<file path="config.mk">
export PLATFORM = sky130hd
export DESIGN_NAME = icache
export DESIGN_NICKNAME = d
export VERILOG_FILES = /design/src/logic/cache_pkg.sv /design/src/logic/icache.sv
export SDC_FILE = /design/constraint.sdc
export NUM_CORES = 2
export LEC_CHECK = 0
export BUFFER_PORTS_ARGS = -buffer_cell sky130_fd_sc_hd__buf_2
export CAP_MARGIN = 25
export CORE_UTILIZATION = 50
export DETAILED_ROUTE_END_ITERATION = 16
export GPL_ROUTABILITY_DRIVEN = 0
export HOLD_SLACK_MARGIN = 0.08
export PLACE_DENSITY = 0.66
export SYNTH_ARGS = -nofsm -noshare
export SYNTH_HDL_FRONTEND = slang
export SYNTH_SLANG_ARGS = --single-unit
</file>
<file path="constraint.sdc">
create_clock -name i_clk -period 3.4 [get_ports i_clk]
set_input_delay 0.34 -clock i_clk [delete_from_list [all_inputs] [get_ports i_clk]]
set_output_delay 0.34 -clock i_clk [all_outputs]
set_load 0.02 [all_outputs]
</file>
<file path="src/logic/cache_pkg.sv">
/*
 * Shared types for the miss-handling path of the cache subsystem.
 * Lines are LINE_WORDS words of WORD_W bits; the byte offset within
 * a line is fixed at OFFSET_W bits. Stores are whole words only.
 */
package cache_pkg;

    localparam int ADDR_W     = 32;
    localparam int WORD_W     = 32;
    localparam int LINE_WORDS = 4;

    // Byte offset inside a word, word select, and full line offset.
    localparam int BYTE_W   = 2;
    localparam int WSEL_W   = $clog2(LINE_WORDS);
    localparam int OFFSET_W = BYTE_W + WSEL_W;

    typedef logic [LINE_WORDS-1:0][WORD_W-1:0] line_t;

    typedef struct packed {
        logic              valid;
        logic [ADDR_W-1:0] addr;
    } fetch_req_t;

    typedef struct packed {
        logic              valid;
        logic              we;
        logic [ADDR_W-1:0] addr;
        logic [WORD_W-1:0] wdata;
    } data_req_t;

    // One word request on the memory port, word aligned.
    typedef struct packed {
        logic              valid;
        logic              we;
        logic [ADDR_W-1:0] addr;
        logic [WORD_W-1:0] wdata;
    } mem_req_t;

    typedef enum logic [1:0] {
        IDLE       = 2'b00,
        ALLOCATE_I = 2'b01,
        ALLOCATE_D = 2'b10,
        WRITE_BACK = 2'b11
    } miss_state_t;

    typedef enum logic {
        XFER_READ  = 1'b0,
        XFER_WRITE = 1'b1
    } xfer_op_t;

endpackage
</file>
<file path="src/logic/icache.sv">
/*
 * Direct-mapped instruction cache, SETS lines, power of two (2..256).
 * Lookup is combinational. An invalid fetch reports a hit.
 * The refill line is written at the current fetch index.
 */
`timescale 1ns/1ps

module icache #(
    parameter int SETS = 16
) (
    input  logic                          i_clk,
    input  logic                          i_arst,
    input  cache_pkg::fetch_req_t         i_fetch,
    input  logic                          i_fill_we,
    input  cache_pkg::line_t              i_fill_line,
    output logic                          o_hit,
    output logic [cache_pkg::WORD_W-1:0]  o_instr
);

    import cache_pkg::*;

    localparam int IDX_W = $clog2(SETS);
    localparam int TAG_W = ADDR_W - OFFSET_W - IDX_W;

    logic [SETS-1:0]  valid_q;
    logic [TAG_W-1:0] tag_q  [SETS];
    line_t            line_q [SETS];

    logic [IDX_W-1:0]  idx;
    logic [TAG_W-1:0]  tag;
    logic [WSEL_W-1:0] wsel;

    // Address split.
    assign idx  = i_fetch.addr[OFFSET_W +: IDX_W];
    assign tag  = i_fetch.addr[ADDR_W-1 -: TAG_W];
    assign wsel = i_fetch.addr[BYTE_W +: WSEL_W];

    assign o_hit   = ~i_fetch.valid | (valid_q[idx] & (tag_q[idx] == tag));
    assign o_instr = line_q[idx][wsel];

    always_ff @(posedge i_clk, posedge i_arst) begin
        if (i_arst) begin
            valid_q <= '0;
        end else if (i_fill_we) begin
            valid_q[idx] <= 1'b1;
        end
    end

    // Tag and data arrays.
    always_ff @(posedge i_clk) begin
        if (i_fill_we) begin
            tag_q[idx]  <= tag;
            line_q[idx] <= i_fill_line;
        end
    end

endmodule

</file>
# Yosys cells after proc, flatten, opt, wreduce, memory -nomap -nowiden
# Memories as Yosys holds them, arrays and structs flattened.
# Cells that the tools add are included.
# totals
mem_bits_rw,2432
output_inout_bits,33
memories,2
reg_bits,16
wordCells,20
input_bits,164
# op_classes
bitwise,4
muxes,8
reduce_logical,1
order_cmp,3
n_eq_ne,1
# memory_table
memory,depth,width,read_ports,rd_ports_with_merged_regs,wr,line_no,rtl
line_q,16,128,1,0,1,icache.sv:27,line_t line_q [SETS];
tag_q,16,24,1,0,1,icache.sv:26,logic [TAG_W-1:0] tag_q [SETS];
# ops
cell,n
$bmux W32 S2,1
$mux W32,1
$eq A24 B24 Y1,1
$or A16 B16 Y16,1
$lt A4 B5 Y1 const B,1
$bmux W1 S4,1
$demux W1 S4,1
$ge A4 B1 Y1 const B,1
$mux W1,4
$lt A2 B3 Y1 const B,1
$and A1 B1 Y1,1
$logic_and A1 B1 Y1,1
$not A1 Y1,1
$or A1 B1 Y1,1

# Depth between registers and ports, before layout
# depth
ltp_word,5
ltp_mapped,12

# Least setup slack after synthesis
# Ideal clock, no wire load.
# synth_timing
path_type,input-to-reg
from,input port i_fetch[4] (netlist name)
to,register valid_q[1]
arrival_time_ns,12.749
path_stages,8
setup_time_ns,0.131
required_time_ns,3.269
path_buffers,5
path_slack_ns,-9.480
cell_sequence,buf_4 buf_6 buf_4 buf_4 buf_2 nand3_1 nor3_1 or2_2
# synth_via
elab_chain_cells,5
elab_cells_between_ends,6
# synth_lines
item,line_no,rtl
start: declaration,icache.sv:13,"input cache_pkg::fetch_req_t i_fetch,"
$lt A4 B5 Y1 (not written as such) or $ge A4 B1 Y1 (tied branches),icache.sv:45,valid_q[idx] <= 1'b1;
$logic_and A1 B1 Y1 (not written as such),icache.sv:45,
$mux W1 (not written as such),icache.sv:45,
$demux W1 S4 *,icache.sv:45,
$or A16 B16 Y16 (no source line) *,-,
end signal: assignment,icache.sv:43,valid_q <= '0;
end signal: indexed assignment,icache.sv:45,
end: declaration,icache.sv:25,logic [SETS-1:0] valid_q;
# Every way passes the cells marked *; elsewhere a longest branch is shown, timed or not.
# A chain may end at the register's enable or synchronous reset.

# Worst setup path in the final report
# layout_timing
from,memory tag_q[0][7] (netlist name)
to,output port o_hit
# layout_via
elab_chain_cells,4
# layout_lines
item,line_no,rtl
start: declaration,icache.sv:26,
$mem_v2 Z16 W24,-,
$eq A24 B24 Y1,icache.sv:38,assign o_hit = ~i_fetch.valid | (valid_q[idx] & (tag_q[idx] == tag));
$and A1 B1 Y1,icache.sv:38,
$or A1 B1 Y1,icache.sv:38,
end: declaration,icache.sv:16,"output logic o_hit,"
# No other way between the ends.

==> results.md <==
* Yosys top cell by area: edfxtp_1
* Net count after synthesis at 3833
* Clock Tree Buf Depth at 3
* Die Span Y at 433.7 microns
* Setup Skew at 0 ns
* Clock latency on the worst-skew pair at 0.87 ns
* Worst path cell trace: mux4_2, mux2i_4, o21ai_1, a221o_1, nor4_2, o2111a_1, a41o_1, buf_6
* DRC viols at 2
* Final Util at 0.5888
* Largest net degree at the start of global routing at 76
* CP arrival at 3.29 ns
* Avg WL per Cell at 31.10 microns
* Post-DR vias/cell at 6.132
* Crit-path max cell delay at about 0.50 ns
* Crit. End Element: primary output
* Final hold vios at 0
* Synth-to-Final Area Change at 17.05%
* Number of synthesized register bits at 2448
* Layout Nets at 4478
* Failing checks: design-rule violations, negative setup slack
* Clock Sinks at around 2400
* Crit start category: flop
* RSZ-0062 raised after global routing: true
* Number of setup violations in the final report at 13
* Most common cell in the synthesized netlist: edfxtp_1
* Final period util at 1.067
* Top delay family on crit path: compound AO/OA/AOI/OAI gates
* Post-synth top flop: edfxtp_1
* GRT Overall Usage at 0.2354
* Core Rows at 158
* Slew @ Worst Pin at 0.8153 ns
* Initial antenna violation count at 43
* TritonCTS clock tree: done
* Critical path fanouts, max at 2
* Initial DRC Count at 4473
* Root Driver: clkbuf_16
* Register area at 73430 sq um
* Drt total wl at 217700 microns
* Minimum clock period after layout at about 3.6 ns
* Clk slew on worst S/H paths at about 0.060 ns
* Yosys warnings at 0
* Area of the multi-input gates at approximately 19000 sq um
* CTS buffer count at roughly 230
* H-tree depth at 4
* Crit path max-delay cell type: mux4_2
* Worst EP required at 3.06 ns
* Initial Util at 0.5030
* Vias at around 43000
* Share of layout cells above drive strength 1 at 0.3453
* Filler cells at between 10000 and 15000
* Leak Pwr at ~35 nW
* Die area at 188100 sq um
* Top cell type's share of synthesized area at 0.7837
* # IOs at 197
* Peak supply drop at 0.0005224 V
* Inst Count DP at approximately 6400
* Max Cap Violations at 0
* Post-Syn Area per Cell at 25.40 sq um
* Final Worst Setup Slack at -0.2280 ns
* HP Class: in -> reg
* Cells after synthesis at 3669
* Core box area at 185200 sq um
* Commonest cells in the synthesized netlist: edfxtp_1 (2432), mux4_2 (750), clkbuf_1 (94)
* Die Wd at about 430 microns
* Unique masters post-synth at 52
* Pre-CTS setup slack at -0.08725 ns
* Slew Viols, Final at 0
* First-pass GRT wire length at 314000 microns
* Final HPWL DP at around 120000 microns
* Async S/R FF share, synth at 0.006536
* Setup Crit Path Kind: reg -> out
* Outcome: finished, violations left
* Synth top area cells: edfxtp_1 (78%), mux4_2 (18%), mux2i_1 (0.67%)
* Crit path buf inv count at 1
* WHS at 0.2511 ns
* Finished Layout Cells at 7000
* Routed Antenna Nets at 0
* IO buf count at 194
* Max_slew headroom at 0.4565
* Total grt overflow at 0
* FMAX at around 0.28 GHz
* P per Cell Area at between 500 and 600 nW/um^2
* EDFF count, synth at 2432
* DRT Pass-1 Iters at 14
* Total power at around 63 mW
* Vias in the first global route at about 44000
* Seq/Total Area, Yosys at 0.7880
* Netlist Area Pre-Place at 93180 sq um
-- report_power, final --
part	internal [mW]	switching [mW]	total, mW
clock network	13.7	11.0	24.7
logic	1.86	2.22	4.08
registers	33.8	0.142	34.0
-- placed cells by master (no fill, tap or decap), types with 5 or more instances in the layout --
cell type | synthesis | layout
nor2_1 | 25 | 13
nand2_1 | 21 | 19
nand3_1 | 10 | 6
xor2_1 | 5 | 5
buf_4 | 17 | 134
a21oi_1 | 11 | 11
mux4_2 | 750 | 750
dlygate4sd3_1 | 0 | 155
buf_2 | 56 | 162
or2_2 | 17 | 16
clkinv_2 | 0 | 40
mux2i_1 | 62 | 61
clkinv_1 | 1 | 56
nor2_4 | 0 | 12
inv_1 | 12 | 10
mux2_2 | 8 | 8
clkbuf_16 | 0 | 234
o21ai_0 | 16 | 15
xnor2_1 | 15 | 15
clkinv_16 | 0 | 6
buf_12 | 0 | 118
nor2b_1 | 5 | 5
diode_2 | 0 | 8
clkbuf_1 | 94 | 67
a22oi_1 | 9 | 9
a221oi_1 | 6 | 5
bufinv_16 | 0 | 13
buf_6 | 2 | 28
edfxtp_1 | 2432 | 2432
dfrtp_1 | 16 | 16
-- sequential cells by signal (all words and copies together), names as in the netlist --
signal	count
tag_q	384
line_q	2048
valid_q	16
-- path summary, 6_finish.rpt --
check / from / endpoint / slack [ns] / depth (start not counted)
max: tag_q[0][7]$_DFFE_PP_ / o_hit / -0.23 / 8
min: i_fetch[6] / line_q[2][58]$_DFFE_PP_ / 0.25 / 3
max reg2reg: valid_q[8]$_DFFE_PP0P_ / valid_q[8]$_DFFE_PP0P_ / 2.63 / 1
min reg2reg: valid_q[6]$_DFFE_PP0P_ / valid_q[6]$_DFFE_PP0P_ / 0.46 / 1
max in group asynchronous: i_arst / valid_q[6]$_DFFE_PP0P_ / 2.36 / 4
min in group asynchronous: i_arst / valid_q[1]$_DFFE_PP0P_ / 0.65 / 4
-- per-stage QoR --
step / TNS, ns / area [sq um]
after global placement: -0.1702 / 99980
final: -0.7061 / 109100
after global routing: -1.970 / 109100
after detailed placement: -0.1794 / 99980
after CTS: -1.968 / 109000
after floorplan: -2070.66 / 93470
-- area by class of cell --
type / instances / area share
diodes: 8 / 0.0001836
clock buffers: 304 / 0.05637
clock inverters: 128 / 0.01053
inverters: 13 / 0.0005851
multi-input cells: 1020 / 0.1749
flip-flops and latches: 2448 / 0.6733
well taps: 2480 / 0.02845
repair buffers: 599 / 0.05571
-- cells by family after synthesis --
logic type | Yosys count | synth area share
AO/OA/AOI/OAI | 79 | 0.006110
XOR/XNOR | 20 | 0.001880
buffers and inverters | 201 | 0.009695
flip-flops | 2448 | 0.7880
multiplexers | 820 | 0.1889
AND/OR/NAND/NOR | 101 | 0.005371
-- per-layer routing --
metal | global-route usage | wire (microns)
met5 | 0 | 165
met4 | 0.06540 | 5296
met3 | 0.05056 | 17540
met2 | 0.3716 | 105900
met1 | 0.3352 | 88790
-- repair_timing --
action / CTS / global route
setup buffers: 0 / 1
gates resized for setup: 56 / 11
hold buffers: 155 / 0
endpoints found under the setup margin: 26 / 30
pin swaps: 5 / 4
endpoints found under the hold margin: 2456 / 0
cloned: 0 / 0
Note: power is estimated with default switching activity, not from simulation.
