==> src/logic/cache_pkg.sv <==
/*
 * Shared types for the miss-handling path of the cache subsystem.
 * Lines are LINE_WORDS words of WORD_W bits; the byte offset within
 * a line is fixed at OFFSET_W bits. Stores are whole words only.
 */
package cache_pkg;

    localparam int ADDR_W     = 32;
    localparam int WORD_W     = 32;
    localparam int LINE_WORDS = 4;

    // Byte offset inside a word, word select, and full line offset.
    localparam int BYTE_W   = 2;
    localparam int WSEL_W   = $clog2(LINE_WORDS);
    localparam int OFFSET_W = BYTE_W + WSEL_W;

    typedef logic [LINE_WORDS-1:0][WORD_W-1:0] line_t;

    typedef struct packed {
        logic              valid;
        logic [ADDR_W-1:0] addr;
    } fetch_req_t;

    typedef struct packed {
        logic              valid;
        logic              we;
        logic [ADDR_W-1:0] addr;
        logic [WORD_W-1:0] wdata;
    } data_req_t;

    // One word request on the memory port, word aligned.
    typedef struct packed {
        logic              valid;
        logic              we;
        logic [ADDR_W-1:0] addr;
        logic [WORD_W-1:0] wdata;
    } mem_req_t;

    typedef enum logic [1:0] {
        IDLE       = 2'b00,
        ALLOCATE_I = 2'b01,
        ALLOCATE_D = 2'b10,
        WRITE_BACK = 2'b11
    } miss_state_t;

    typedef enum logic {
        XFER_READ  = 1'b0,
        XFER_WRITE = 1'b1
    } xfer_op_t;

endpackage
==> src/logic/dcache.sv <==
/*
 * Direct-mapped write-back data cache, SETS lines, power of two (2..256).
 * Lookup and victim outputs are combinational from the request.
 * Store hits write one word and set dirty; a fill writes the line clean.
 * An invalid request reports a hit.
 */
`timescale 1ns/1ps

module dcache #(
    parameter int SETS = 16
) (
    input  logic                          i_clk,
    input  logic                          i_arst,
    input  cache_pkg::data_req_t          i_data,
    input  logic                          i_fill_we,
    input  cache_pkg::line_t              i_fill_line,
    output logic                          o_hit,
    output logic                          o_victim_dirty,
    output cache_pkg::line_t              o_victim_line,
    output logic [cache_pkg::ADDR_W-1:0]  o_victim_addr,
    output logic [cache_pkg::WORD_W-1:0]  o_rdata
);

    import cache_pkg::*;

    localparam int IDX_W = $clog2(SETS);
    localparam int TAG_W = ADDR_W - OFFSET_W - IDX_W;

    logic [SETS-1:0]  valid_q;
    logic [SETS-1:0]  dirty_q;
    logic [TAG_W-1:0] tag_q  [SETS];
    line_t            line_q [SETS];

    logic [IDX_W-1:0]  idx;
    logic [TAG_W-1:0]  tag;
    logic [WSEL_W-1:0] wsel;
    logic              tag_hit;
    logic              store_hit;

    assign idx  = i_data.addr[OFFSET_W +: IDX_W];
    assign tag  = i_data.addr[ADDR_W-1 -: TAG_W];
    assign wsel = i_data.addr[BYTE_W +: WSEL_W];

    assign tag_hit   = valid_q[idx] & (tag_q[idx] == tag);
    assign store_hit = i_data.valid & i_data.we & tag_hit & ~i_fill_we;

    assign o_hit   = ~i_data.valid | tag_hit;
    assign o_rdata = line_q[idx][wsel];

    // ------------------------------------------------------------------
    // Victim line at the request index
    // ------------------------------------------------------------------
    assign o_victim_dirty = valid_q[idx] & dirty_q[idx];
    assign o_victim_line  = line_q[idx];
    assign o_victim_addr  = {tag_q[idx], idx, {OFFSET_W{1'b0}}};

    // Valid and dirty bits.
    always_ff @(posedge i_clk, posedge i_arst) begin
        if (i_arst) begin
            valid_q <= '0;
            dirty_q <= '0;
        end else if (i_fill_we) begin
            valid_q[idx] <= 1'b1;
            dirty_q[idx] <= 1'b0;
        end else if (store_hit) begin
            dirty_q[idx] <= 1'b1;
        end
    end

    // Tag and data arrays.
    always_ff @(posedge i_clk) begin
        if (i_fill_we) begin
            tag_q[idx]  <= tag;
            line_q[idx] <= i_fill_line;
        end else if (store_hit) begin
            line_q[idx][wsel] <= i_data.wdata;
        end
    end

endmodule

==> config.mk <==
export PLATFORM = sky130hd
export DESIGN_NAME = dcache
export DESIGN_NICKNAME = d
export VERILOG_FILES = /design/src/logic/cache_pkg.sv /design/src/logic/dcache.sv
export SDC_FILE = /design/constraint.sdc
export NUM_CORES = 2
export LEC_CHECK = 0
export BUFFER_PORTS_ARGS = -buffer_cell sky130_fd_sc_hd__buf_2
export CORE_ASPECT_RATIO = 1.75
export CORE_MARGIN = 8
export CORE_UTILIZATION = 45
export CTS_BUF_LIST = sky130_fd_sc_hd__clkbuf_4 sky130_fd_sc_hd__clkbuf_8
export CTS_CLUSTER_SIZE = 16
export DETAILED_ROUTE_END_ITERATION = 10
export HOLD_SLACK_MARGIN = 0.12
export RECOVER_POWER = 25
export SLEW_MARGIN = 15
export SYNTH_ARGS = -nofsm -noshare
export SYNTH_HDL_FRONTEND = slang
export SYNTH_SLANG_ARGS = --single-unit
export TNS_END_PERCENT = 30
==> constraint.sdc <==
create_clock -name i_clk -period 5.8 [get_ports i_clk]
set_clock_uncertainty 0.2 [all_clocks]
set_input_delay 0.58 -clock i_clk [delete_from_list [all_inputs] [get_ports i_clk]]
set_output_delay 0.58 -clock i_clk [all_outputs]
set_load 0.02 [all_outputs]
### Yosys cells after proc, flatten, opt, wreduce, memory -nomap -nowiden

Memory sizes are Yosys's and may differ from the RTL's.
Cells that the tools add are included.

| storage, ports and cells | value |
|---|---|
| register bits | 32 |
| bits in latches | 0 |
| bits in writable memories | 2432 |
| memory bits (read-only) | 0 |
| bits of input ports | 197 |
| output and inout bits | 194 |
| logic and storage cells | 297 |
| memories | 2 |

| operators by class | value |
|---|---|
| $add $sub $neg | 0 |
| multipliers | 0 |
| div/mod/pow operators | 0 |
| order comparisons | 4 |
| equality and inequality tests | 1 |
| shift-type cells | 0 |
| mux-type cells | 145 |
| bitwise logic cells | 140 |
| reduce and logical (&&, ||, !) cells | 3 |

Memories:

| name | depth | bits a word | read ports | clocked after memory_dff | wr ports | line | text |
|---|---|---|---|---|---|---|---|
| line_q | 16 | 128 | 1 | 0 | 1 | dcache.sv:32 | `line_t line_q [SETS];` |
| tag_q | 16 | 24 | 1 | 0 | 1 | dcache.sv:31 | `logic [TAG_W-1:0] tag_q [SETS];` |

Operator list:

| cell | count |
|---|---|
| 1-bit two-way mux | 135 |
| 1-bit OR | 129 |
| 128-bit two-way mux | 1 |
| 32-bit binary-select mux with 2-bit select | 1 |
| 32-bit demux with 2-bit select | 1 |
| 32-bit two-way mux | 2 |
| 16-bit two-way mux | 2 |
| 16-bit OR | 2 |
| 24-bit equality test | 1 |
| 16-bit bitwise AND | 1 |
| 16-bit inverter | 1 |
| 1-bit binary-select mux with 4-bit select | 2 |
| 1-bit bitwise AND | 5 |
| 4-bit by 5-bit less-than comparator with 1-bit output, second input constant | 1 |
| 1-bit demux with 4-bit select | 1 |
| 4-bit by 1-bit greater-or-equal comparator with 1-bit output, second input constant | 1 |
| 2-bit by 3-bit less-than comparator with 1-bit output, second input constant | 1 |
| 2-bit by 1-bit greater-or-equal comparator with 1-bit output, second input constant | 1 |
| 1-bit logical AND | 2 |
| 1-bit inverter | 2 |
| 2-bit nonzero test | 1 |

### Logic depth before layout (Yosys ltp)

| logic depth | value |
|---|---|
| depth after elaboration | 9 |
| mapped depth | 17 |
| mapped depth without buffers | 8 |

### Worst setup path before layout

OpenSTA, ideal clock, no wires.

| timing | value |
|---|---|
| path type | input port to flip-flop |
| from | input i_data[37] in the netlist's numbering |
| to | memory line_q[0][32] in the netlist's numbering (enable) |
| setup time | 432 ps |
| arrival | 4862 ps |
| required time | 5168 ps |
| slack | 306 ps |
| cell stages on the path | 15 |
| path buffers | 7 |
| path through | buf_6 > buf_12 > buf_6 > buf_2 > mux4_2 > a22oi_1 > nand3_1 > nand2_1 > o2111ai_1 > nor3_2 > nand4_1 > buf_4 > buf_6 > buf_6 > a21oi_1 |

| on the way | value |
|---|---|
| longest elaborated chain between the ends | 9 |
| elaborated cells on any way between the ends | 11 |
| classes of those cells | 1 x eq/ne; 5 x mux; 4 x bitwise; 1 x memory |

RTL lines:

| what | line | text |
|---|---|---|
| start, declared | dcache.sv:14 | `input cache_pkg::data_req_t i_data,` |
| memory 16 x 24 bit | n/a |  |
| named net o_victim_addr (one bit) | dcache.sv:20 | `output logic [cache_pkg::ADDR_W-1:0] o_victim_addr,` |
| 24-bit equality test | dcache.sv:44 | `assign tag_hit = valid_q[idx] & (tag_q[idx] == tag);` |
| 1-bit bitwise AND | dcache.sv:44 |  |
| 1-bit bitwise AND (2 in series) | dcache.sv:45 | `assign store_hit = i_data.valid & i_data.we & tag_hit & ~i_fill_we;` |
| 1-bit two-way mux | dcache.sv:75 | `end else if (store_hit) begin` |
| 1-bit two-way mux | dcache.sv:72 | `if (i_fill_we) begin` |
| 128-bit two-way mux (implied by the code) | dcache.sv:76 | `line_q[idx][wsel] <= i_data.wdata;` |
| 1-bit OR (no line) | n/a |  |
| end, declared | dcache.sv:32 |  |

The timed path passes the listed nets, and every way through them passes these cells. The select of a mux whose other input is x is not followed.

### Final worst setup path

| timing | value |
|---|---|
| from | input i_data[39] in the netlist's numbering |
| to | output o_hit |

| on the way | value |
|---|---|
| longest elaborated chain between the ends | 4 |
| elaborated cells on any way between the ends | 6 |
| classes of those cells | 1 x eq/ne; 2 x mux; 2 x bitwise; 1 x memory |

RTL lines:

| what | line | text |
|---|---|---|
| memory 16 x 24 bit or 1-bit binary-select mux with 4-bit select (tied branches) | n/a |  |
| 24-bit equality test or 1-bit two-way mux (tied branches) | dcache.sv:44 |  |
| 1-bit bitwise AND * | dcache.sv:44 |  |
| 1-bit OR * | dcache.sv:47 | `assign o_hit = ~i_data.valid \| tag_hit;` |
| end, declared | dcache.sv:17 | `output logic o_hit,` |

Every way passes the cells marked *; elsewhere a longest branch is shown, timed or not. The select of a mux whose other input is x is not followed.

==> results.md <==
- The worst min-delay path category is input pin to flop.
- For this design, the slowest cell found on the critical path is clkbuf_1.
- The depth of the worst register-to-register path is 10.
- Along the worst hold path, the cell count comes to 2.
- The total number of nets in the final design is just over 5k.
- The longest clock path from root to sink contains 4 buffers.
- The synthesized netlist devotes 0% of its cell area to adder and majority cells.
- The number of instances resized during post-cts repair is 0.
- TritonCTS built the clock tree.
- The DRC violation count after routing is 0.
- Counting both buffers and inverters, the worst setup path holds a total of 4.
- The mux contribution to synthesized area is between 20 and 25%.
- Using the TritonRoute via totals, the vias-per-cell ratio works out to ~6.
- The number of unique standard cell types used by synthesis is 68.
- CTS built an H-tree with a depth of 5.
- The die is roughly 370 um wide.
- The number of filler instances in the final layout is between 15k and 20k.
- The root buffer cell is clkbuf_8.
- For hold timing, the worst endpoint is line_q[11][61].
- The I/O pin count is 391.
- The gate family responsible for the most delay along the worst path is simple AND/OR/NAND/NOR gates.
- The number of endpoints failing setup at the final stage is 0.
- After clock tree synthesis, the flow added hold-fix buffers numbering between 150 and 200.
- The die is about 630 um tall.
- In the final layout, the share of cells above drive strength 1 is a little under two fifths.
- The prevailing post-synth register cell is edfxtp_1.
- The final reports fail on max-capacitance violations, max-slew violations.
- The signal on the critical path passes through buf_4, clkbuf_1, and2_0, buf_4, a22oi_1, nand2_1, o22ai_1, a22o_1, nor4b_1, nand3_1, nand2_1, buf_2.
- Clock-pin slew was measured on the worst setup and hold paths at 70 ps.
- The clock drives roughly 2.5k sinks.
- The number of maximum-capacitance violations is 14.
- The startpoint of the most critical register-to-register path is tag_q[15][1].
- The first global-routing pass estimated approximately 400000 um of wire.
- The initial antenna violation count is 67.
- The total count of hold-check failures in the final report is 0.
- Once the clock tree was built, the setup fixing pass inserted 0 buffers.
- The remaining global-route overflow is 0.
- After synthesis the netlist holds a flip-flop and latch count of approximately 2.5k.
- The worst slack at placement is between 600 and 700 ps.
- The routed length per placed instance is 35.5 um.
- The starting utilization of the core area is 45.2%.
- The HPWL after detailed placement is 180000 um.
- By area, the combinational part of the netlist is dominated by multiplexers.
- After floorplanning, the core was divided into around 230 placement rows.
- The final routed wirelength across all metal layers is 288000 um.
- The placed cell count is around 7.3k.
- The post-synthesis average cell area is 23.6 um^2.
- After synthesis, the most frequently instantiated cells are edfxtp_1 (2432), mux4_2 (749), clkbuf_1 (122), mux2_2 (121), mux2i_1 (97).
- The classification of the worst setup path is input pin to output port.
- The setup slack on the worst flop-to-flop path is about 1300 ps.
- In this design, the stage delay of the slowest critical-path cell is approximately 920 ps.
- The final worst slack is just under 400 ps.
- Static timing analysis puts the maximum clock frequency at approximately 180 MHz.
- Leaving out filler cells and counting taps, the final layout contains 8123.
- The count of mapped cells out of synthesis is a little over 4k.
- Input and output buffers added on the ports amount to ~380.
- The first routing iteration left between 5k and 6k violations.
- The number of clock buffers added by TritonCTS is roughly 350.
- STA puts the critical path data arrival time at 4630 ps.
- The number of warnings issued by yosys is 0.
- The startpoint of the worst hold path is i_data[29].
- The leakage power of the design is 36.1 nW.
- The routability congestion estimate is 0.827.
- Summing the areas of all xor and xnor instances in the mapped netlist gives 0.163% of the synthesized area.
- The worst-case IR drop observed on VDD is about 0.22 mV.
- In this run the tightest slew margin relative to its limit is -77.5%.
- Entering global routing, the biggest net connects between 150 and 200 pins.
- Of the total synthesized cell area, the portion taken by AND, OR, NAND and NOR gates is under 10%.
- Counting flops with a built-in enable in the synthesized netlist gives ~2.4k.
- Power spread over the standard cell area amounts to 327 mW/mm^2.
- The worst setup path is captured at an output port.
- Yosys instantiated no cell more often than edfxtp_1.
- The floorplan step defined a core boundary enclosing 0.214 mm^2.
- Across all layers, the routed design uses ~49k vias.
- The global-route usage over all layers is between 20% and 30%.
- After synthesis, the share of flip-flops with an asynchronous set or reset is approximately 1.3%.
- The fraction of the yosys area taken by sequential cells is 76.3%.
- In this run the worst path has a maximum fanout of 20.
- The synthesis-to-layout area growth is 16.4%.
- Once detail routing completed, the nets flagged for antenna violations numbered 0.
- Setup repair after global routing left no endpoint under its margin.
- The later pin in the worst-skew pair is clocked with a latency of roughly 960 ps.
- STA classifies the critical path startpoint as an input pin.
- The first-pass iteration count of the detailed router is 5.
- The slew at the pin closest to its max-slew limit is about 2700 ps.
- The reg-to-reg endpoint is line_q[12][77].
- The final critical path time including I/O delays and setup is 5410 ps.
- The flow ran to the end, but the final reports show violations.
- Summed over all failing endpoints, the final setup total negative slack is 0 ps.
- Of the available clock period, the critical path in the final layout requires between 90% and 100%.
- Summing the areas of all compound-gate instances in the mapped netlist gives 1.16% of the synthesized area.
- Yosys attributes the largest share of cell area to edfxtp_1 (75%), mux4_2 (17%), mux2_2 (1.4%), mux2i_1 (1.0%), dfrtp_1 (0.83%).
- In this run the biggest area consumer among cell types represents 75.5% of the synthesized area.
- The final-report max-slew violation count is roughly 360.
- The synthesized design spends more area on one cell type than any other, namely edfxtp_1.
- The required arrival time at the worst endpoint is 5020 ps.
- The synthesized netlist occupies a cell area of 0.0968 mm^2.
- The number of global-route vias before repair came to approximately 51k.
- The area enclosed by the die boundary is between 0.2 and 0.25 mm^2.
==> registers in the layout, summed over array words and instances, names as in the netlist, named ones only <==
signal	count
tag_q	384
valid_q	16
line_q	2048
==> per-layer routing <==
| layer | track usage, % | share of wire (%) | vias to the layer above |
|---|---|---|---|
| li1 | - | - | 19500 |
| met1 | 29.9 | 35 | 26400 |
| met2 | 41.4 | 51 | 2469 |
| met3 | 5.93 | 9.2 | 490 |
| met4 | 10.9 | 4.8 | 30 |
| met5 | 0 | 0.067 | - |
==> logic make-up (layout without fill, tap and decap cells) <==
family,Yosys count,in the layout
flops,2464,2464
compound gates,175,175
simple gates,200,200
mux,979,979
buf+inv,267,1391
other cells,1,59
xor+xnor,18,18
==> metrics by stage <==
stage	area (um^2)	power (W)	util, %	hold slack (ps)
after floorplan	96800	0.0220	-	229
after global placement	104000	0.0234	48.8	246
after detailed placement	104000	0.0235	48.8	249
after CTS	113000	0.0372	52.7	166
after global routing	113000	0.0380	52.5	213
final	113000	0.0369	52.6	255
==> cell type report <==
cell class	count	area (um^2)	area share [%]
clock buffer	462	5730	5.08
sequential	2464	73800	65.5
tap	2837	3550	3.15
antenna	55	138	0.122
clock inverter	166	1190	1.06
inverter	27	114	0.101
multi-input combinational	1376	22200	19.7
timing repair buffer	736	5900	5.23
==> where the power goes <==
part / switching (W) / internal, W
Sequential: 0.0000847 / 0.0199
Combinational: 0.00199 / 0.00111
Clock: 0.00659 / 0.00717
==> worst register-to-register path: cells and delay by family (launching register included) <==
kind,cells,cell delay [ps]
AO/OA/AOI/OAI,3,1090
flip-flops,1,410
buffers and inverters,2,810
AND/OR/NAND/NOR,4,1160
multiplexers,1,510
==> worst max-delay path by stage <==
stage	cells past startpoint	start	slack, ps	end
2_1_floorplan	15	i_data[37]	310	line_q[0][32]
3_3_place_gp	12	i_data[37]	710	line_q[1][10]
3_5_place_dp	12	i_data[37]	640	line_q[1][10]
4_1_cts	7	i_data[36]	720	o_rdata[11]
5_1_grt	12	i_data[39]	330	line_q[6][126]
6_report	12	i_data[39]	390	o_hit
==> placed cells by master, fill, tap and decap left out, types with 16 or more instances in the layout <==
cell type and instances:
o21ai_0 26, nand3_1 29, dfrtp_1 32, bufinv_16 16
inv_1 22, mux2i_1 97, nand2_1 79, clkbuf_1 79
a21oi_1 23, a21oi_4 51, mux4_2 749, clkinv_1 97
buf_2 333, clkbuf_8 361, dlygate4sd3_1 155, nand2b_1 20
mux2_1 24, diode_2 55, buf_12 87, clkbuf_4 101
clkinv_2 37, edfxtp_1 2432, buf_4 75, mux2_2 103
a22oi_1 29
(Power assumes the default switching activity.)
