`config.mk`:
```
export PLATFORM = sky130hd
export DESIGN_NAME = cache_fsm
export DESIGN_NICKNAME = d
export VERILOG_FILES = /design/src/logic/cache_pkg.sv /design/src/logic/cache_fsm.sv
export SDC_FILE = /design/constraint.sdc
export NUM_CORES = 1
export LEC_CHECK = 0
export ABC_CLOCK_PERIOD_IN_PS = 3230
export BUFFER_PORTS_ARGS = -buffer_cell sky130_fd_sc_hd__buf_2
export CAP_MARGIN = 20
export CORE_AREA = 2 2 39 41
export CTS_BUF_LIST = sky130_fd_sc_hd__clkbuf_4
export DETAILED_ROUTE_END_ITERATION = 10
export DIE_AREA = 0 0 41 43
export PLACE_DENSITY = 0.43
export REMOVE_ABC_BUFFERS = 1
export SYNTH_ARGS = -nofsm -noshare
export SYNTH_HDL_FRONTEND = slang
export SYNTH_SLANG_ARGS = --single-unit
export TNS_END_PERCENT = 1
```
`constraint.sdc`:
```
create_clock -name i_clk -period 3.23 [get_ports i_clk]
set_clock_uncertainty 0.1 [all_clocks]
set_input_delay 0.323 -clock i_clk [delete_from_list [all_inputs] [get_ports i_clk]]
set_output_delay 0.323 -clock i_clk [all_outputs]
set_load 0.01 [all_outputs]
```
`src/logic/cache_pkg.sv`:
```
/*
 * Shared types for the miss-handling path of the cache subsystem.
 * Lines are LINE_WORDS words of WORD_W bits; the byte offset within
 * a line is fixed at OFFSET_W bits. Stores are whole words only.
 */
package cache_pkg;

    localparam int ADDR_W     = 32;
    localparam int WORD_W     = 32;
    localparam int LINE_WORDS = 4;

    // Byte offset inside a word, word select, and full line offset.
    localparam int BYTE_W   = 2;
    localparam int WSEL_W   = $clog2(LINE_WORDS);
    localparam int OFFSET_W = BYTE_W + WSEL_W;

    typedef logic [LINE_WORDS-1:0][WORD_W-1:0] line_t;

    typedef struct packed {
        logic              valid;
        logic [ADDR_W-1:0] addr;
    } fetch_req_t;

    typedef struct packed {
        logic              valid;
        logic              we;
        logic [ADDR_W-1:0] addr;
        logic [WORD_W-1:0] wdata;
    } data_req_t;

    // One word request on the memory port, word aligned.
    typedef struct packed {
        logic              valid;
        logic              we;
        logic [ADDR_W-1:0] addr;
        logic [WORD_W-1:0] wdata;
    } mem_req_t;

    typedef enum logic [1:0] {
        IDLE       = 2'b00,
        ALLOCATE_I = 2'b01,
        ALLOCATE_D = 2'b10,
        WRITE_BACK = 2'b11
    } miss_state_t;

    typedef enum logic {
        XFER_READ  = 1'b0,
        XFER_WRITE = 1'b1
    } xfer_op_t;

endpackage
```
`src/logic/cache_fsm.sv`:
```
/*
 * Miss state machine for the instruction and data caches.
 * Only one miss is in flight; a data miss wins over an instruction miss.
 * Starts are levels held until i_xfer_done; fill strobes are the done
 * pulse gated by state. A mispredict in IDLE holds off instruction misses.
 */
`timescale 1ns/1ps

module cache_fsm (
    input  logic i_clk,
    input  logic i_arst,
    input  logic i_icache_hit,
    input  logic i_dcache_hit,
    input  logic i_dcache_dirty,
    input  logic i_xfer_done,
    input  logic i_mem_access,
    input  logic i_branch_mispred,

    output logic o_stall_i,
    output logic o_stall_d,
    output logic o_instr_we,
    output logic o_dcache_we,
    output logic o_write_start,
    output logic o_read_start_i,
    output logic o_read_start_d
);

    import cache_pkg::*;

    miss_state_t state_q;
    miss_state_t state_d;

    logic i_miss;
    logic d_miss;

    // Miss conditions seen by the lookup stage.
    assign i_miss = ~i_icache_hit & ~i_branch_mispred;
    assign d_miss = ~i_dcache_hit & i_mem_access;

    always_ff @(posedge i_clk, posedge i_arst) begin
        if (i_arst) begin
            state_q <= IDLE;
        end else begin
            state_q <= state_d;
        end
    end

    // ------------------------------------------------------------------
    // Next state
    // ------------------------------------------------------------------
    always_comb begin
        state_d = state_q;
        case (state_q)
            IDLE: begin
                if (d_miss) begin
                    state_d = i_dcache_dirty ? WRITE_BACK : ALLOCATE_D;
                end else if (i_miss) begin
                    state_d = ALLOCATE_I;
                end
            end
            ALLOCATE_I: begin
                if (i_xfer_done) begin
                    state_d = IDLE;
                end
            end
            ALLOCATE_D: begin
                if (i_xfer_done) begin
                    state_d = IDLE;
                end
            end
            // Victim is out, now fetch the new line.
            WRITE_BACK: begin
                if (i_xfer_done) begin
                    state_d = ALLOCATE_D;
                end
            end
            default: state_d = IDLE;
        endcase
    end

    // ------------------------------------------------------------------
    // Outputs
    // ------------------------------------------------------------------
    always_comb begin
        o_stall_i      = i_miss;
        o_stall_d      = d_miss;
        o_instr_we     = 1'b0;
        o_dcache_we    = 1'b0;
        o_write_start  = 1'b0;
        o_read_start_i = 1'b0;
        o_read_start_d = 1'b0;
        case (state_q)
            IDLE: begin
                o_write_start  = d_miss & i_dcache_dirty;
                o_read_start_d = d_miss & ~i_dcache_dirty;
                // Data side goes first.
                o_read_start_i = i_miss & ~d_miss;
            end
            ALLOCATE_I: begin
                o_stall_i      = 1'b1;
                o_instr_we     = i_xfer_done;
                o_read_start_i = ~i_xfer_done;
            end
            ALLOCATE_D: begin
                o_stall_d      = 1'b1;
                o_dcache_we    = i_xfer_done;
                o_read_start_d = ~i_xfer_done;
            end
            WRITE_BACK: begin
                o_stall_d     = 1'b1;
                o_write_start = ~i_xfer_done;
            end
            default: begin
                o_stall_i = 1'b0;
                o_stall_d = 1'b0;
            end
        endcase
    end

endmodule

```
Word level (Yosys, flattened, before mapping)

Cells that the tools add are included.

Equality and inequality tests: 6
Muxes and demuxes: 13
Reduce and logical (&&, ||, !) cells: 4
Bitwise logic cells: 11

Operator list:

| cell                 | number |
|---|---|
| $mux W2              | 4 |
| $not A1 Y1           | 6 |
| $pmux W1 S2          | 3 |
| $pmux W2 S3          | 1 |
| $and A1 B1 Y1        | 5 |
| $mux W1              | 5 |
| $eq A2 B2 Y1 const B | 2 |
| $reduce_or A2 Y1     | 2 |
| $ne A3 B3 Y1 const B | 1 |
| $reduce_and A3 Y1    | 1 |
| $eq A2 B1 Y1 const B | 1 |
| $logic_not A2 Y1     | 1 |
| $ne A2 B1 Y1 const B | 1 |
| $ne A2 B2 Y1 const B | 1 |

Register bits after elaboration: 2
Word-level logic and storage cells: 35
Output and inout bits: 7

Depth between registers and ports, before layout

Gate-level depths: netlist (run 1).

Word-level depth: 5
Depth in mapped cells: 5
Mapped depth without buffers: 5

Least setup slack after synthesis (run 1)

OpenSTA, ideal clock, no wires.

Path type: register -> output
Start point: register state_q[0]
End point: output port o_stall_d
Path slack: 1.652 ns
Arrival: 1.155 ns
Buffers on the path: 0
Data required time: 2.807 ns
Stages on the path, launching flop included: 4
Path through: dfrtp_1 inv_1 ha_1 or3_2

Longest elaborated chain between the ends: 3

RTL lines:

| element                        | line            | RTL |
|---|---|---|
| start: declaration             | cache_fsm.sv:30 | `miss_state_t state_q;` |
| start signal: assignment       | cache_fsm.sv:44 | `state_q <= state_d;` |
| $eq A2 B2 Y1                   | cache_fsm.sv:92 | `case (state_q)` |
| $reduce_or A2 Y1 (no line) (*) | -               |  |
| $mux W1 (*)                    | cache_fsm.sv:92 |  |
| end: declaration               | cache_fsm.sv:20 | `output logic o_stall_d,` |

Every way passes the cells marked *; elsewhere a longest branch is shown, timed or not.

Worst setup path after layout (run 1)

Same ends and word-level chain as after synthesis.

==> results of run 1 <==
Yosys cell counts (all sizes together):
cell | count | area (um2)
a21oi | 2 | 10.0
dfrtp | 2 | 50.1
o2111ai | 1 | 8.76
or3 | 1 | 7.51
nor2 | 4 | 15.0
nand2b | 1 | 6.26
and2 | 1 | 6.26
nor2b | 1 | 13.8
o21ai | 5 | 25.0
a22oi | 1 | 7.51
nand2 | 1 | 3.75
a32oi | 1 | 8.76
mux2 | 1 | 15.0
inv | 5 | 18.8
ha | 6 | 75.1
nand3b | 1 | 7.51
a21o | 1 | 7.51
o21bai | 1 | 11.3
how the worst min path moves through the flow:
stage,start,to,slack (ns)
2_1_floorplan,i_arst,state_q[0],-0.04
3_3_place_gp,i_arst,state_q[1],0.07
3_5_place_dp,i_arst,state_q[1],0.08
4_1_cts,i_arst,state_q[0],0.38
5_1_grt,i_arst,state_q[1],0.41
6_report,i_xfer_done,state_q[0],0.38
metal layers:
metal  GRT usage [%]  vias up  part of all wire (%)
li1                -      163                     -
met1            11.9      146                    40
met2            16.9       11                    53
met3            4.71        0                   6.9
met4            4.00        0                     0
met5               0        -                     0
report_power, final:
group	total, mW	internal, mW	switching [mW]	leakage (nW)
clock	0.0549	0.0409	0.0140	0.0138
sequential	0.0462	0.0362	0.00999	0.0255
combinational	0.193	0.0848	0.109	0.193
total	0.294	0.162	0.133	0.232
critical path, cell delays in order (launching register included):
cell and delay, ns:
dfrtp_1 0.36, inv_1 0.11, ha_1 0.23, or3_2 0.47, buf_2 0.15
kinds of logic (layout without fill, tap and decap cells):
| group | after synthesis | in the layout | synth area share [%] |
|---|---|---|---|
| compound gates | 12 | 12 | 26.5 |
| mux | 1 | 1 | 5.04 |
| flops | 2 | 2 | 16.8 |
| fa+ha+maj | 6 | 6 | 25.2 |
| buf+inv | 5 | 23 | 6.30 |
| simple gates | 10 | 10 | 20.2 |
layout make-up:
cell class,instances,area [um2]
Fill cell,152,963
Multi-Input combinational cell,29,229
Timing Repair Buffer,15,80.1
Sequential cell,2,50.0
Clock buffer,3,22.5
Tap cell,16,20.0
Inverter,5,18.8
==> impl_metrics.tcl, run 1 <==
set metrics [dict create \
    pre_cts_ws_ns 1.49 \
    detail_route.iter0.violations 6 \
    r2r-start "state_q[1]" \
    end_kind "output port" \
    clk_latency_ns 0.22 \
    finalWirelength_um 769 \
    synth_warnings 0 \
    crit_required_ns 2.81 \
    r2r_slack_ns 1.70 \
    crit_fanout 5 \
    fin_total_pwr_mw 0.294 \
    ys_types 18 \
    vias 320 \
    dpl_cell_area_um2 388 \
    vias_per_cell 4.57 \
    cp-endpoint "o_stall_d" \
    ant_nets 0 \
    die-area_um2 1760 \
    n_antenna_cell 0 \
    slew_violations 0 \
    start_kind "flip-flop" \
    reg.largest.list "state_q (2)" \
    grt_pass1_wl_um 1260 \
    port_buffers 14 \
    max_freq_mhz 509 \
    r2r_cells 4 \
    period_needed_ns 1.96 \
    cp.arrival_ns 1.54 \
    clk_pin_slew_ns 0.03 \
    fin_cells 70 \
    drive_gt1_share_pct 38.9 \
    largest_reg_flops 2 \
    start_util_pct 21.5 \
    critical_path_class "reg -> out" \
    clock_sinks 2 \
    die_width_um 41 \
    syn_to_final_growth_pct 41.2 \
    fin_setup_tns_ns 0 \
    cts_buffers 3 \
    final-hold-violation-count 0 \
    ctsResizeCount 0 \
    wl_per_cell_um 11.0 \
    startpoint "state_q[0]" \
    post_cts.repair.setup_buffers 0 \
    syn_inst 36 \
    clockBufferDepth 2 \
    p_leak_nw 0.232 \
    tightest_slew_ns 0.210 \
    ys_seq_area_share_pct 16.8 \
    setup-violations-final 0 \
    syn-cell-area_um2 298 \
    status "complete, no violations" \
    ys_ff_latch 2 \
    drt-pass1-iter-count 4 \
    dp_hpwl_um 628 \
    grt_setup_unrepaired "no" \
    syn_area_per_cell_um2 8.27 \
    io_pins 15 \
    dp.cells 66 \
    fp.dieH_um 43 \
    final.period_utilization_pct 60.8 \
    grt_pass1_vias 328 \
    holdCritPathClass "in -> reg" \
    drc 0 \
    holdWs_ns 0.378 \
    gp_congestion 0.620 \
    r2r-end "state_q[1]" \
    nNetsFinal 70 \
    design_area_um2 420 \
    cts-root-buf "clkbuf_4" \
    fp.coreArea_um2 1380 \
    grt_max_degree 6 \
    rows 14 \
    layout_setup_ws_ns 1.27 \
    ir_drop_mv 0.222 \
    final_cell_mix "buf_2 (14), ha_1 (6), o21ai_0 (5), inv_1 (5), nor2_1 (4)" \
    cts_tree "built" \
    final_common_cell "buf_2" \
    hold_path_depth 3 \
    fin_util_pct 30.4 \
    maxCapViolCount 0 \
    antenna_found_initial 0 \
    largest-register "state_q" \
    htree_levels 1 \
    powerDensity_nw_per_um2 700 \
    slew_headroom_pct 85.8 \
    overflow 0 \
    track_usage_pct 10.6 \
    hold_buffers 1 \
]
No activity file was read; power rests on OpenSTA's default activity.
==> run 2: changes to the inputs <==
Settings changed: ABC_CLOCK_PERIOD_IN_PS 3230 to 1650, PLACE_DENSITY 0.43 to 0.45.
Clock period 3.23 ns to 1.65 ns, I/O delays scaled along.
==> impl_metrics.tcl, run 2 (synthesis gave the netlist of run 1 again) <==
set metrics [dict create \
    ir_drop_mv 0.496 \
    period_needed_ns 1.65 \
    setup-violations-final 1 \
    vias 331 \
    detail_route.iter0.violations 3 \
    track_usage_pct 10.7 \
    power.switching_mw 0.334 \
    io_pins 15 \
    clkPwrFrac_pct 13.3 \
    r2r-start "state_q[0]" \
    port_buffers 14 \
    n_antenna_cell 0 \
    grt_pass1_wl_um 1260 \
    vias_per_cell 4.41 \
    drive_gt1_share_pct 59.3 \
    rows 14 \
    maxCapViolCount 0 \
    drc 0 \
    start_util_pct 21.5 \
    final_common_cell "buf_2" \
    crit_required_ns 1.38 \
    fin_total_pwr_mw 0.812 \
    holdCritPathClass "in -> reg" \
    fp.dieH_um 43 \
    clock_sinks 2 \
    cpMaxStageDelayCell "dfrtp_1" \
    grt_setup_unrepaired "yes" \
    path_cells "buf_6 > ha_4 > or3_4 > buf_6" \
    finalWirelength_um 769 \
    p_comb_share_pct 73.5 \
    cp_slowest_stage_delay_ns 0.40 \
    fp.coreArea_um2 1380 \
    slew_violations 0 \
    start_kind "flip-flop" \
    cts_buffers 3 \
    reg.largest.list "state_q (2)" \
    critical_path_class "reg -> out" \
    grt_max_degree 6 \
    final_cell_mix "buf_2 (13), o21ai_0 (4), nor2_1 (4), ha_4 (4)" \
    htree_levels 1 \
    final.fill_count 141 \
    syn_to_final_growth_pct 83.2 \
    nNetsFinal 75 \
    powerDensity_nw_per_um2 1490 \
    status "complete, but fails checks" \
    clk_latency_ns 0.23 \
    ant_nets 0 \
    critical_path.most_common_cell "buf_6" \
    seqPwrFrac_pct 13.2 \
    largest-register "state_q" \
    cts_tree "built" \
    hp-start "i_xfer_done" \
    pre_cts_ws_ns 0.0834 \
    p_leak_nw 0.261 \
    largest_reg_flops 2 \
    overflow 0 \
    slew_headroom_pct 87.5 \
    p_sw_share_pct 41.1 \
    end_kind "output port" \
    crit_fanout 3 \
    p_int_mw 0.478 \
    startpoint "state_q[0]" \
    grt_pass1_vias 323 \
    die-area_um2 1760 \
    final.period_utilization_pct 100 \
    cts-root-buf "clkbuf_4" \
    dp_hpwl_um 594 \
    clockBufferDepth 2 \
    tightest_slew_ns 0.185 \
    final-hold-violation-count 0 \
    layout_setup_ws_ns -0.00450 \
    wl_per_cell_um 10.3 \
    gp_congestion 0.616 \
    clk_pin_slew_ns 0.03 \
    violations "negative setup slack" \
    max_freq_mhz 604 \
    antenna_found_initial 0 \
    cp.arrival_ns 1.39 \
    drt-pass1-iter-count 3 \
    die_width_um 41 \
]
## run 2: timing repair
item                       in CTS  in global routing
gates cloned                    0                  0
hold endpoints to repair        2                  0
gates resized for setup        14                  6
pin swaps                       1                  1
setup endpoints to repair       3                  6
hold buffers                    1                  0
buffers inserted                4                  1
## run 2: critical path: cells and delay by family (launching register included)
kind	cells	cell delay, ns
AND/OR/NAND/NOR	1	0.36
flip-flops	1	0.40
adder cells (fa/ha/maj)	1	0.15
buffers and inverters	2	0.25
## run 2: area by class of cell
| class | instances | area [um2] | share of cell area [%] |
|---|---|---|---|
| Timing Repair Buffer | 20 | 131 | 24.1 |
| Clock buffer | 3 | 22.5 | 4.13 |
| Multi-Input combinational cell | 29 | 299 | 54.8 |
| Sequential cell | 2 | 51.3 | 9.40 |
| Tap cell | 16 | 20.0 | 3.67 |
| Inverter | 5 | 21.3 | 3.90 |
## run 2: routing by layer
layer  share of wire (%)  global-route usage [%]  up-vias
li1                    -                       -      176
met1                  42                    9.97      149
met2                  54                    18.1        6
met3                 3.4                    4.71        0
met4                   0                    6.00        0
met5                   0                       0        -
## run 2: final timing paths
check	endpoint	slack [ns]	depth (start not counted)
max	o_stall_d	-0.004	4
min	state_q[0]	0.21	3
max reg2reg	state_q[0]	0.13	6
min reg2reg	state_q[1]	0.65	3
max in group asynchronous	state_q[1]	1.08	3
min in group asynchronous	state_q[0]	0.24	3
## run 2: through the flow
| step | hold slack (ns) | instance area, um2 | setup TNS (ns) | instances | utilization, % |
|---|---|---|---|---|---|
| 2_1_floorplan | -0.194 | 298 | 0 | 36 | - |
| 3_3_place_gp | -0.0840 | 388 | 0 | 66 | 28.0 |
| 3_5_place_dp | -0.0812 | 388 | 0 | 66 | 28.0 |
| 4_1_cts | 0.227 | 505 | -0.0282 | 74 | 36.5 |
| 5_1_grt | 0.227 | 546 | -0.112 | 75 | 39.4 |
| 6_report | 0.215 | 546 | -0.00450 | 75 | 39.4 |
## run 2: power groups by stage
stage / registers, mW / logic (mW) / clock network [mW]
finish: 0.107 / 0.597 / 0.108
global route: 0.111 / 0.662 / 0.122
CTS: 0.103 / 0.526 / 0.114
detailed placement: 0.0898 / 0.374 / 0
global placement: 0.0897 / 0.382 / 0
floorplan: 0.0865 / 0.263 / 0
==> run 3: changes to the inputs <==
Settings changed: BUFFER_PORTS_ARGS -buffer_cell sky130_fd_sc_hd__buf_2 to -buffer_cell sky130_fd_sc_hd__buf_4, CORE_AREA 2 2 39 41 to 8 8 45 47, DIE_AREA 0 0 41 43 to 0 0 53 55.
==> impl_metrics.tcl, run 3 (synthesis gave the netlist of run 1 again) <==
set metrics [dict create \
    start_util_pct 21.5 \
    slew_headroom_pct 88.5 \
    multi_input_area_um2 292 \
    grt_pass1_vias 342 \
    clockBufferDepth 2 \
    dp_hpwl_um 646 \
    tightest_slew_ns 0.172 \
    r2r-start "state_q[0]" \
    path_delay_family "flip-flops" \
    port_buffers 14 \
    grt_pass1_wl_um 1340 \
    reg.largest.list "state_q (2)" \
    wl_per_cell_um 12.0 \
    ant_nets 0 \
    final-hold-violation-count 0 \
    clock_sinks 2 \
    cpMaxStageDelayCell "dfrtp_1" \
    vias_per_cell 4.71 \
    layout_setup_ws_ns -0.0106 \
    period_needed_ns 1.66 \
    path_depth 4 \
    largest-register "state_q" \
    ir_drop_mv 0.344 \
    io_pins 15 \
    setup-violations-final 2 \
    slew_violations 0 \
    clk_pin_slew_ns 0.03 \
    dpl_cell_area_um2 430 \
    antenna_found_initial 0 \
    clkPwrFrac_pct 12.3 \
    p_sw_share_pct 40.9 \
    vias 353 \
    maxCapViolCount 0 \
    die-area_um2 2920 \
    r2r_cells 6 \
    cp-endpoint "o_stall_d" \
    finalWirelength_um 900 \
    status "complete, but fails checks" \
    p_leak_nw 0.265 \
    grt_max_degree 6 \
    grt_setup_unrepaired "yes" \
    detail_route.iter0.violations 12 \
    overflow 0 \
    design_area_um2 571 \
    p_int_mw 0.491 \
    final_cell_mix "buf_4 (16), o21ai_0 (4), nor2_1 (4), ha_4 (4)" \
    largest_reg_flops 2 \
    fin_util_pct 41.2 \
    fp.dieH_um 55 \
    violations "negative setup slack" \
    path_cells "buf_4 > ha_4 > or3_4 > buf_6" \
    crit_fanout 3 \
    powerDensity_nw_per_um2 1450 \
    pre_cts_ws_ns 0.0777 \
    n_antenna_cell 0 \
    holdCritPathClass "in -> reg" \
    clk_latency_ns 0.22 \
    start_kind "flip-flop" \
    r2r_slack_ns 0.12 \
    drive_gt1_share_pct 59.3 \
    seqPwrFrac_pct 12.9 \
    cts-root-buf "clkbuf_4" \
    syn_to_final_growth_pct 91.6 \
    drc 0 \
    seqCellArea_um2 51.3 \
    worstPathBufferInverterCount 2 \
    track_usage_pct 5.73 \
    cts_buffers 3 \
    power.switching_mw 0.339 \
    rows 14 \
    critical_path_class "reg -> out" \
    nNetsFinal 75 \
    fp.coreArea_um2 1380 \
    startpoint "state_q[0]" \
    cp_slowest_stage_delay_ns 0.39 \
    die_width_um 53 \
    cp.arrival_ns 1.40 \
    p_comb_share_pct 74.8 \
    gp_congestion 0.770 \
    cts_tree "built" \
    r2r-end "state_q[0]" \
    final_common_cell "buf_4" \
    max_freq_mhz 602 \
    htree_levels 1 \
    crit_required_ns 1.38 \
    drt-pass1-iter-count 4 \
    final.fill_count 146 \
    final.period_utilization_pct 101 \
    end_kind "output port" \
]
-- run 3: routing by layer --
metal | wire length, um | global-route usage (%) | vias to the layer above
li1 | - | - | 171
met1 | 313 | 5.16 | 170
met2 | 528 | 12.5 | 12
met3 | 57 | 0.267 | 0
met4 | 0 | 2.59 | 0
met5 | 0 | 0 | -
-- run 3: area by class of cell --
| class | instances | area share [%] |
|---|---|---|
| Multi-Input combinational cell | 29 | 51.1 |
| Timing Repair Buffer | 20 | 28.7 |
| Sequential cell | 2 | 8.99 |
| Clock buffer | 3 | 3.95 |
| Inverter | 5 | 3.73 |
| Tap cell | 16 | 3.51 |
-- run 3: worst min-delay path: cells and delay by family --
kind,cells,cell delay [ns]
AOI/OAI and AO/OA,2,0.20
buffers and inverters,1,0.10
-- run 3: timing repair --
item / CTS / global route
setup buffers: 2 / 2
hold buffers: 1 / 0
setup endpoints to repair: 3 / 5
resized for setup: 9 / 10
pin swaps: 1 / 3
hold endpoints to repair: 2 / 0
-- run 3: per-stage QoR --
stage,cells,hold WS (ns),total power [mW],TNS (ns)
4_1_cts,73,0.197,0.688,-0.0198
3_5_place_dp,67,-0.0738,0.501,0
5_1_grt,75,0.223,0.892,-0.164
2_1_floorplan,36,-0.194,0.350,0
3_3_place_gp,67,-0.0737,0.515,0
6_report,75,0.204,0.830,-0.0113
-- run 3: how the worst min path moves through the flow --
stage | from | to | cells after the start
floorplan | i_arst | state_q[0] | 1
global placement | i_arst | state_q[1] | 2
detailed placement | i_arst | state_q[0] | 2
CTS | i_xfer_done | state_q[0] | 3
global route | i_xfer_done | state_q[0] | 3
finish | i_xfer_done | state_q[0] | 3
-- run 3: power by group through the flow --
| stage | Clock (mW) | Combinational (mW) | Sequential (mW) |
|---|---|---|---|
| 2_1_floorplan | 0 | 0.263 | 0.0865 |
| 3_3_place_gp | 0 | 0.425 | 0.0900 |
| 3_5_place_dp | 0 | 0.411 | 0.0900 |
| 4_1_cts | 0.108 | 0.483 | 0.0965 |
| 5_1_grt | 0.116 | 0.666 | 0.110 |
| 6_report | 0.102 | 0.621 | 0.107 |
